**config.mk**
```make
export PLATFORM = sky130hd
export DESIGN_NAME = graph_top
export DESIGN_NICKNAME = d
export VERILOG_FILES = /design/src/hdl/graph_pkg.sv /design/src/hdl/pipe_delay.sv /design/src/hdl/display_timing.sv /design/src/hdl/func_squared.sv /design/src/hdl/graph_plotter.sv /design/src/hdl/graph_top.sv
export VERILOG_INCLUDE_DIRS = /design/src /design/src/hdl
export SDC_FILE = /design/constraint.sdc
export NUM_CORES = 1
export LEC_CHECK = 0
export BUFFER_PORTS_ARGS = -buffer_cell sky130_fd_sc_hd__buf_2
export CORE_ASPECT_RATIO = 1.1
export CORE_MARGIN = 2
export CORE_UTILIZATION = 30
export DETAILED_ROUTE_END_ITERATION = 7
export GPL_ROUTABILITY_DRIVEN = 0
export HOLD_SLACK_MARGIN = 0.12
export PLACE_DENSITY = 0.43
export RECOVER_POWER = 100
export SLEW_MARGIN = 10
export SYNTH_ARGS = -nofsm -noshare
export SYNTH_HDL_FRONTEND = slang
export SYNTH_SLANG_ARGS = --single-unit
```
**constraint.sdc**
```tcl
create_clock -name clk_pix -period 13.8 [get_ports clk_pix]
set_clock_uncertainty 0.2 [all_clocks]
set_input_delay 2.76 -clock clk_pix [delete_from_list [all_inputs] [get_ports clk_pix]]
set_output_delay 2.76 -clock clk_pix [all_outputs]
set_load 0.02 [all_outputs]
```
**src/hdl/graph_cfg.svh**
```systemverilog
/*
 * graphing display configuration
 * raster timing, origin, function scaling, latencies and colours
 */
`ifndef GRAPH_CFG_SVH
`define GRAPH_CFG_SVH

`define GRAPH_CORDW 16        // coordinate width in bits

// 480p horizontal timing, pixels
`define H_ACTIVE 640
`define H_FP     16
`define H_SYNC   96
`define H_BP     48

// 480p vertical timing, lines
`define V_ACTIVE 480
`define V_FP     10
`define V_SYNC   2
`define V_BP     33

// origin in screen space, centre of active area
`define X_OFFS 320
`define Y_OFFS 239

`define FUNC_SHIFT 5          // y = (x*x) >> FUNC_SHIFT

`define FUNC_LAT  2           // func_squared pipeline depth
`define GRAPH_LAT 4           // counters to coloured pixel

// colours, 8 bits per channel
`define COL_AXIS    8'hCC     // grey, all channels
`define COL_CURVE_R 8'h33
`define COL_CURVE_G 8'hBB
`define COL_CURVE_B 8'hCC
`define COL_BG      8'h22     // dark grey, all channels

`endif

```
**src/hdl/graph_pkg.sv**
```systemverilog
/*
 * graphing display types
 * shared coordinate and colour channel types
 */
`include "graph_cfg.svh"

package graph_pkg;

    // signed so the plotter can work either side of the origin
    typedef logic signed [`GRAPH_CORDW-1:0] coord_t;

    // one 8-bit colour channel
    typedef logic [7:0] chan_t;

endpackage

```
**src/hdl/pipe_delay.sv**
```systemverilog
/*
 * fixed depth delay line
 * any payload type, every stage resets to a given value
 */
module pipe_delay #(
    parameter type      payload_t = logic,
    parameter int       DEPTH     = 2,     // cycles of delay, at least 1
    parameter payload_t RESET_VAL = '0
) (
    input  logic     clk_pix,
    input  logic     arst_n,
    input  payload_t din,
    output payload_t dout
);

    payload_t stage [DEPTH];  // stage 0 takes din

    always_ff @(posedge clk_pix or negedge arst_n) begin
        if (!arst_n) begin
            for (int i = 0; i < DEPTH; i++) begin
                stage[i] <= RESET_VAL;
            end
        end else begin
            stage[0] <= din;
            for (int i = 1; i < DEPTH; i++) begin
                stage[i] <= stage[i-1];  // shift along
            end
        end
    end

    assign dout = stage[DEPTH-1];  // oldest stage

endmodule

```
**src/hdl/display_timing.sv**
```systemverilog
/*
 * display timing generator for 640x480 at 60 Hz
 * walks the raster and produces sync, data enable and frame start
 */
`include "graph_cfg.svh"

module display_timing (
    input  logic            clk_pix,
    input  logic            arst_n,
    output graph_pkg::coord_t sx,     // horizontal position
    output graph_pkg::coord_t sy,     // vertical position
    output logic            hsync,    // active low
    output logic            vsync,    // active low
    output logic            de,       // high in active area
    output logic            frame     // one cycle at (0,0)
);
    import graph_pkg::*;

    // line and frame extents
    localparam int H_TOTAL = `H_ACTIVE + `H_FP + `H_SYNC + `H_BP;  // 800
    localparam int V_TOTAL = `V_ACTIVE + `V_FP + `V_SYNC + `V_BP;  // 525
    localparam int HS_STA  = `H_ACTIVE + `H_FP;                    // sync starts
    localparam int HS_END  = HS_STA + `H_SYNC;                     // first pixel after
    localparam int VS_STA  = `V_ACTIVE + `V_FP;
    localparam int VS_END  = VS_STA + `V_SYNC;

    coord_t x_nxt, y_nxt;  // counter values for the next cycle

    // next position, wraps at end of line and end of frame
    always_comb begin
        x_nxt = sx + coord_t'(1);
        y_nxt = sy;
        if (sx == coord_t'(H_TOTAL - 1)) begin
            x_nxt = '0;
            if (sy == coord_t'(V_TOTAL - 1)) y_nxt = '0;
            else y_nxt = sy + coord_t'(1);
        end
    end

    // flags decoded from next position so they match the registered counters
    always_ff @(posedge clk_pix or negedge arst_n) begin
        if (!arst_n) begin
            sx    <= '0;
            sy    <= '0;
            hsync <= 1'b1;  // idle high
            vsync <= 1'b1;
            de    <= 1'b0;
            frame <= 1'b0;
        end else begin
            sx    <= x_nxt;
            sy    <= y_nxt;
            hsync <= !(x_nxt >= coord_t'(HS_STA) && x_nxt < coord_t'(HS_END));
            vsync <= !(y_nxt >= coord_t'(VS_STA) && y_nxt < coord_t'(VS_END));
            de    <= (x_nxt < coord_t'(`H_ACTIVE)) && (y_nxt < coord_t'(`V_ACTIVE));
            frame <= (x_nxt == '0) && (y_nxt == '0);  // start of frame
        end
    end

endmodule

```
**src/hdl/func_squared.sv**
```systemverilog
/*
 * squared function test, two pipeline stages
 * r is high when y equals x squared scaled by FUNC_SHIFT
 */
`include "graph_cfg.svh"

module func_squared (
    input  logic              clk_pix,
    input  logic              arst_n,
    input  graph_pkg::coord_t x,
    input  graph_pkg::coord_t y,
    output logic              r      // point lies on the curve
);
    import graph_pkg::*;

    localparam int SQW = 2 * `GRAPH_CORDW;  // full width of the square

    logic [SQW-1:0] sq;    // x*x, never negative
    coord_t         y_d;   // y held to meet sq

    // stage 1: square and hold y
    always_ff @(posedge clk_pix) begin
        sq  <= SQW'(x * x);
        y_d <= y;
    end

    // stage 2: compare against scaled square
    always_ff @(posedge clk_pix or negedge arst_n) begin
        if (!arst_n) begin
            r <= 1'b0;
        end else begin
            // negative y sits below the curve minimum
            r <= !y_d[`GRAPH_CORDW-1] &&
                 ((sq >> `FUNC_SHIFT) == {{`GRAPH_CORDW{1'b0}}, y_d});
        end
    end

endmodule

```
**src/hdl/graph_plotter.sv**
```systemverilog
/*
 * graph plotter, moves the origin to screen centre
 * draws both axes and the squared curve, then picks the pixel colour
 */
`include "graph_cfg.svh"

module graph_plotter (
    input  logic              clk_pix,
    input  logic              arst_n,
    input  graph_pkg::coord_t sx,
    input  graph_pkg::coord_t sy,
    input  logic              de,
    output graph_pkg::chan_t  red,
    output graph_pkg::chan_t  green,
    output graph_pkg::chan_t  blue
);
    import graph_pkg::*;

    localparam int FLAG_LAT = `FUNC_LAT + 1;  // origin register plus function

    coord_t x, y;             // function space, y up
    logic   axis;             // on either axis, screen space
    logic   axis_d, de_d;     // flags aligned to draw
    logic   draw;             // curve hit from func_squared

    // cycle 1: function coordinates
    always_ff @(posedge clk_pix) begin
        x <= sx - coord_t'(`X_OFFS);
        y <= coord_t'(`Y_OFFS) - sy;   // screen y grows downward
    end

    // vertical axis at origin column, horizontal at origin line
    assign axis = (sx == coord_t'(`X_OFFS)) || (sy == coord_t'(`Y_OFFS));

    func_squared func0 (
        .clk_pix (clk_pix),
        .arst_n  (arst_n),
        .x       (x),
        .y       (y),
        .r       (draw)
    );

    pipe_delay #(.payload_t(logic), .DEPTH(FLAG_LAT), .RESET_VAL(1'b0)) axis_dly (
        .clk_pix (clk_pix),
        .arst_n  (arst_n),
        .din     (axis),
        .dout    (axis_d)
    );

    pipe_delay #(.payload_t(logic), .DEPTH(FLAG_LAT), .RESET_VAL(1'b0)) de_dly (
        .clk_pix (clk_pix),
        .arst_n  (arst_n),
        .din     (de),
        .dout    (de_d)
    );

    // colour mux, blanking wins, then axis, then curve
    always_ff @(posedge clk_pix or negedge arst_n) begin
        if (!arst_n) begin
            red   <= '0;
            green <= '0;
            blue  <= '0;
        end else if (!de_d) begin
            red   <= '0;   // black in blanking
            green <= '0;
            blue  <= '0;
        end else if (axis_d) begin
            red   <= chan_t'(`COL_AXIS);
            green <= chan_t'(`COL_AXIS);
            blue  <= chan_t'(`COL_AXIS);
        end else if (draw) begin
            red   <= chan_t'(`COL_CURVE_R);
            green <= chan_t'(`COL_CURVE_G);
            blue  <= chan_t'(`COL_CURVE_B);
        end else begin
            red   <= chan_t'(`COL_BG);
            green <= chan_t'(`COL_BG);
            blue  <= chan_t'(`COL_BG);
        end
    end

endmodule

```
**src/hdl/graph_top.sv**
```systemverilog
/*
 * graphing display top
 * timing generator and plotter, with sync and position delayed to match colour
 */
`include "graph_cfg.svh"

module graph_top (
    input  logic              clk_pix,
    input  logic              arst_n,
    output graph_pkg::coord_t sx,
    output graph_pkg::coord_t sy,
    output logic              hsync,
    output logic              vsync,
    output logic              de,
    output logic              frame,
    output graph_pkg::chan_t  red,
    output graph_pkg::chan_t  green,
    output graph_pkg::chan_t  blue
);
    import graph_pkg::*;

    // straight from the counters, GRAPH_LAT ahead of colour
    coord_t sx_t, sy_t;
    logic   hsync_t, vsync_t, de_t, frame_t;

    display_timing timing0 (
        .clk_pix (clk_pix),
        .arst_n  (arst_n),
        .sx      (sx_t),
        .sy      (sy_t),
        .hsync   (hsync_t),
        .vsync   (vsync_t),
        .de      (de_t),
        .frame   (frame_t)
    );

    graph_plotter plot0 (
        .clk_pix (clk_pix),
        .arst_n  (arst_n),
        .sx      (sx_t),
        .sy      (sy_t),
        .de      (de_t),
        .red     (red),
        .green   (green),
        .blue    (blue)
    );

    // position delays
    pipe_delay #(.payload_t(coord_t), .DEPTH(`GRAPH_LAT), .RESET_VAL('0)) sx_dly (
        .clk_pix (clk_pix), .arst_n (arst_n), .din (sx_t), .dout (sx)
    );
    pipe_delay #(.payload_t(coord_t), .DEPTH(`GRAPH_LAT), .RESET_VAL('0)) sy_dly (
        .clk_pix (clk_pix), .arst_n (arst_n), .din (sy_t), .dout (sy)
    );

    // strobes, idle low
    pipe_delay #(.payload_t(logic), .DEPTH(`GRAPH_LAT), .RESET_VAL(1'b0)) de_dly (
        .clk_pix (clk_pix), .arst_n (arst_n), .din (de_t), .dout (de)
    );
    pipe_delay #(.payload_t(logic), .DEPTH(`GRAPH_LAT), .RESET_VAL(1'b0)) frame_dly (
        .clk_pix (clk_pix), .arst_n (arst_n), .din (frame_t), .dout (frame)
    );

    // syncs are active low, so idle high
    pipe_delay #(.payload_t(logic), .DEPTH(`GRAPH_LAT), .RESET_VAL(1'b1)) hsync_dly (
        .clk_pix (clk_pix), .arst_n (arst_n), .din (hsync_t), .dout (hsync)
    );
    pipe_delay #(.payload_t(logic), .DEPTH(`GRAPH_LAT), .RESET_VAL(1'b1)) vsync_dly (
        .clk_pix (clk_pix), .arst_n (arst_n), .din (vsync_t), .dout (vsync)
    );

endmodule

```
==> metrics.txt <==
final hold violation count=0; r2r setup slk=6.20 ns; worst r2r src=plot0.x[15]; Area Growth Syn to Fin=9.035%; max-slew violations=121; met3 Resource Use GR=1.452%; met1 usage=16.42%; Tmin final=about 8.1 ns; R2R cell count=20; Die Width=approximately 230 µm; wirelength, routed=~36000 µm; first-pass GRT wire length=59820 µm; share of layout cells above drive strength 1=under 10%; Rows=a little over 90; Synth Area in Adders=34.12%; Clock transition at path regs=0.06 ns; complex-gate fraction of the synthesized area=3.899%; vias in the first global route=11150; post-cts gate resize count=0; worst skew pair latency=0.56 ns; Crit Path Class=in -> async; filler instances=5938; Synth top cells by count=376 x inv_1, 238 x fa_1, 179 x dfrtp_1; Post-Syn Area=roughly 18000 µm²; status=complete, but fails checks; PortBufs=between 50 and 60; PwrDens=81.21 nW/µm²; GRT Max-Usage Layer=met2; Post-synth top flop=dfrtp_1; Antenna Nets Post-Route=0; violated checks=capacitance limit, slew limit; Max Cap Viol=1; simple-gate share of the synthesized area=9.991%; RSZ-0062 raised after global routing=no; Hold Slack=~0.13 ns; Starting Density=30.44%; crit-path max FO=120; Core ar.=57560 µm²; Boundary Pins=between 60 and 70; max frequency=124.1 MHz; TNS Setup=0 ns; Setup crit end kind=asynchronous set/reset pin; Global Route Usage Sum=12.57%; Synth area leader=fa_1; post-route insts no fill=between 2000 and 2500; CTS tree=yes; clock sink total=264; Lkg Pwr=9.500 nW; DP Cell Count=2328; post-synthesis sequential area ratio=35.64%; final period utilization=between 50% and 60%; Via density=4.325; fin util=33.19%; Area contributors post-synth=fa_1 27%, dfrtp_1 26%, dfxtp_1 8.6%, inv_1 8.1%, ha_1 6.9%; Cell Chain, Critical Path=clkbuf_1; Vias=10300; GR Util met2=22.39%; CP Data Required Time=around 13 ns; largest net degree at the start of global routing=121; Seq cells post-synth=between 200 and 300; worst hold path type=reg -> reg; cells after synthesis=1609; GRT overflow=0; Hold Path End=plot0.func0.y_d[3]; # DRC=0; chip height=about 260 µm; most frequent cell after synthesis=inv_1; Netlist cell types=between 70 and 80; post-synth top area share=roughly 27%; maximum VDD drop=0.00007559 V; initial antenna violation count=1; Worst R2R End=plot0.func0.sq[31]; main combinational cell family by area after synthesis=adder cells; final setup fails=0; area of the die=roughly 60000 µm²; DP Wirelength=28420 µm; Max Root-Sink Buffers=3; Critical Path Max Stage Delay=4.16 ns; syn_area_per_cell=10.89 µm²; Ys Warns=0; Post-synth EDFFs=0; hold_sp=plot0.y[3]; Crit-path slowest cell=clkbuf_1; drt first pass iters=4; mux contribution to synthesized area=0.1214%; Synth async-reset ratio=71.59%; CP Depth=1; 1st-iter DRT viols=470; startpoint types=primary input; Num CTS Buffers=28; n_diodes=0; Post-layout nets=1945; CTS root buf=clkbuf_16; cell family with most CP delay=buffers and inverters; CTS H-tree depth=1; worst rel slew slack=-305.2%; DR WL/cell=15.20 µm; CP arrival=7.02 ns; Synth Area in XOR/XNOR=around 4.6%; Hold Path Stages=0; WP buf/inv=1; Slew @ Worst Pin=6.078 ns
## through the flow
| stage | cell area (µm²) | power, mW | setup WS [ns] |
|---|---|---|---|
| final | 19100 | 1.551 | 5.739 |
| after global routing | 19100 | 1.615 | 4.282 |
| after CTS | 19200 | 1.580 | 6.210 |
| after detailed placement | 18200 | 0.7976 | 6.234 |
| after global placement | 18200 | 0.7974 | 6.500 |
| after floorplan | 17520 | 0.7867 | 7.208 |
## state kept, by name (all words and copies together), names as in the netlist, 2 cells and up
register	flops
timing0.sx	16
sx_dly.stage	48
de_dly.stage	2
frame_dly.stage	3
plot0.axis_dly.stage	2
plot0.func0.y_d	16
sy_dly.dout	16
hsync_dly.stage	3
plot0.y	16
plot0.func0.sq	27
plot0.x	16
sx_dly.dout	16
vsync_dly.stage	3
plot0.red	3
sy_dly.stage	48
timing0.sy	16
## worst max path at each step
stage                               to  slack, ns         from
floorplan           plot0.func0.sq[31]       7.21  plot0.x[15]
global placement    plot0.func0.sq[31]       6.50  plot0.x[15]
detailed placement  plot0.func0.sq[31]       6.23  plot0.x[15]
CTS                 plot0.func0.sq[31]       6.21  plot0.x[15]
global route          sy_dly.stage[48]       4.28       arst_n
finish                   timing0.sy[1]       5.74       arst_n
## where the power goes
| part | switching, mW | internal [mW] | leakage, nW |
|---|---|---|---|
| Clock | 0.316 | 0.454 | 0.472 |
| Combinational | 0.0103 | 0.000236 | 5.94 |
| Sequential | 0 | 0.771 | 3.09 |
## area by class of cell
class	instances	area [µm²]	area share, %
clock buffer	37	805.8	4.218
tap	752	940.9	4.926
timing repair buffer	68	294.0	1.539
sequential	264	6243	32.68
clock inverter	15	177.7	0.9301
multi-input combinational	869	9225	48.29
inverter	377	1415	7.408
## kinds of logic (layout without fill, tap and decap cells)
logic type | Yosys count | after routing
and+or+nand+nor | 339 | 339
DFF | 264 | 264
muxes | 2 | 2
AOI/OAI and AO/OA | 101 | 101
other | 1 | 2
adders and majority gates | 335 | 335
xor gates and xnor gates | 90 | 90
buffers and inverters | 477 | 497
## cell usage in the layout, fill, tap and decap left out, drive strengths merged, types with 9 or more instances in the layout
master	n
a21oi	22
dfstp	10
nor4	14
nor3	26
inv	378
a21o	10
and2	39
dfxtp	75
nor2	69
nand4	20
and3	13
nand2	98
ha	97
clkbuf	96
nand3	19
and4	9
dfrtp	179
o21ai	22
xnor2	68
xor2	21
fa	238
## layer usage
layer,vias up,part of all wire [%]
li1,4827,-
met1,5323,42
met2,108,54
met3,43,2.6
met4,0,1.5
met5,-,0
## repair_timing
item,4_1_cts,5_1_grt
setup endpoints to repair,0,0
endpoints found under the hold margin,2,0
setup buffers,0,0
hold buffers,2,0
Power figures use the tool's default switching activity.
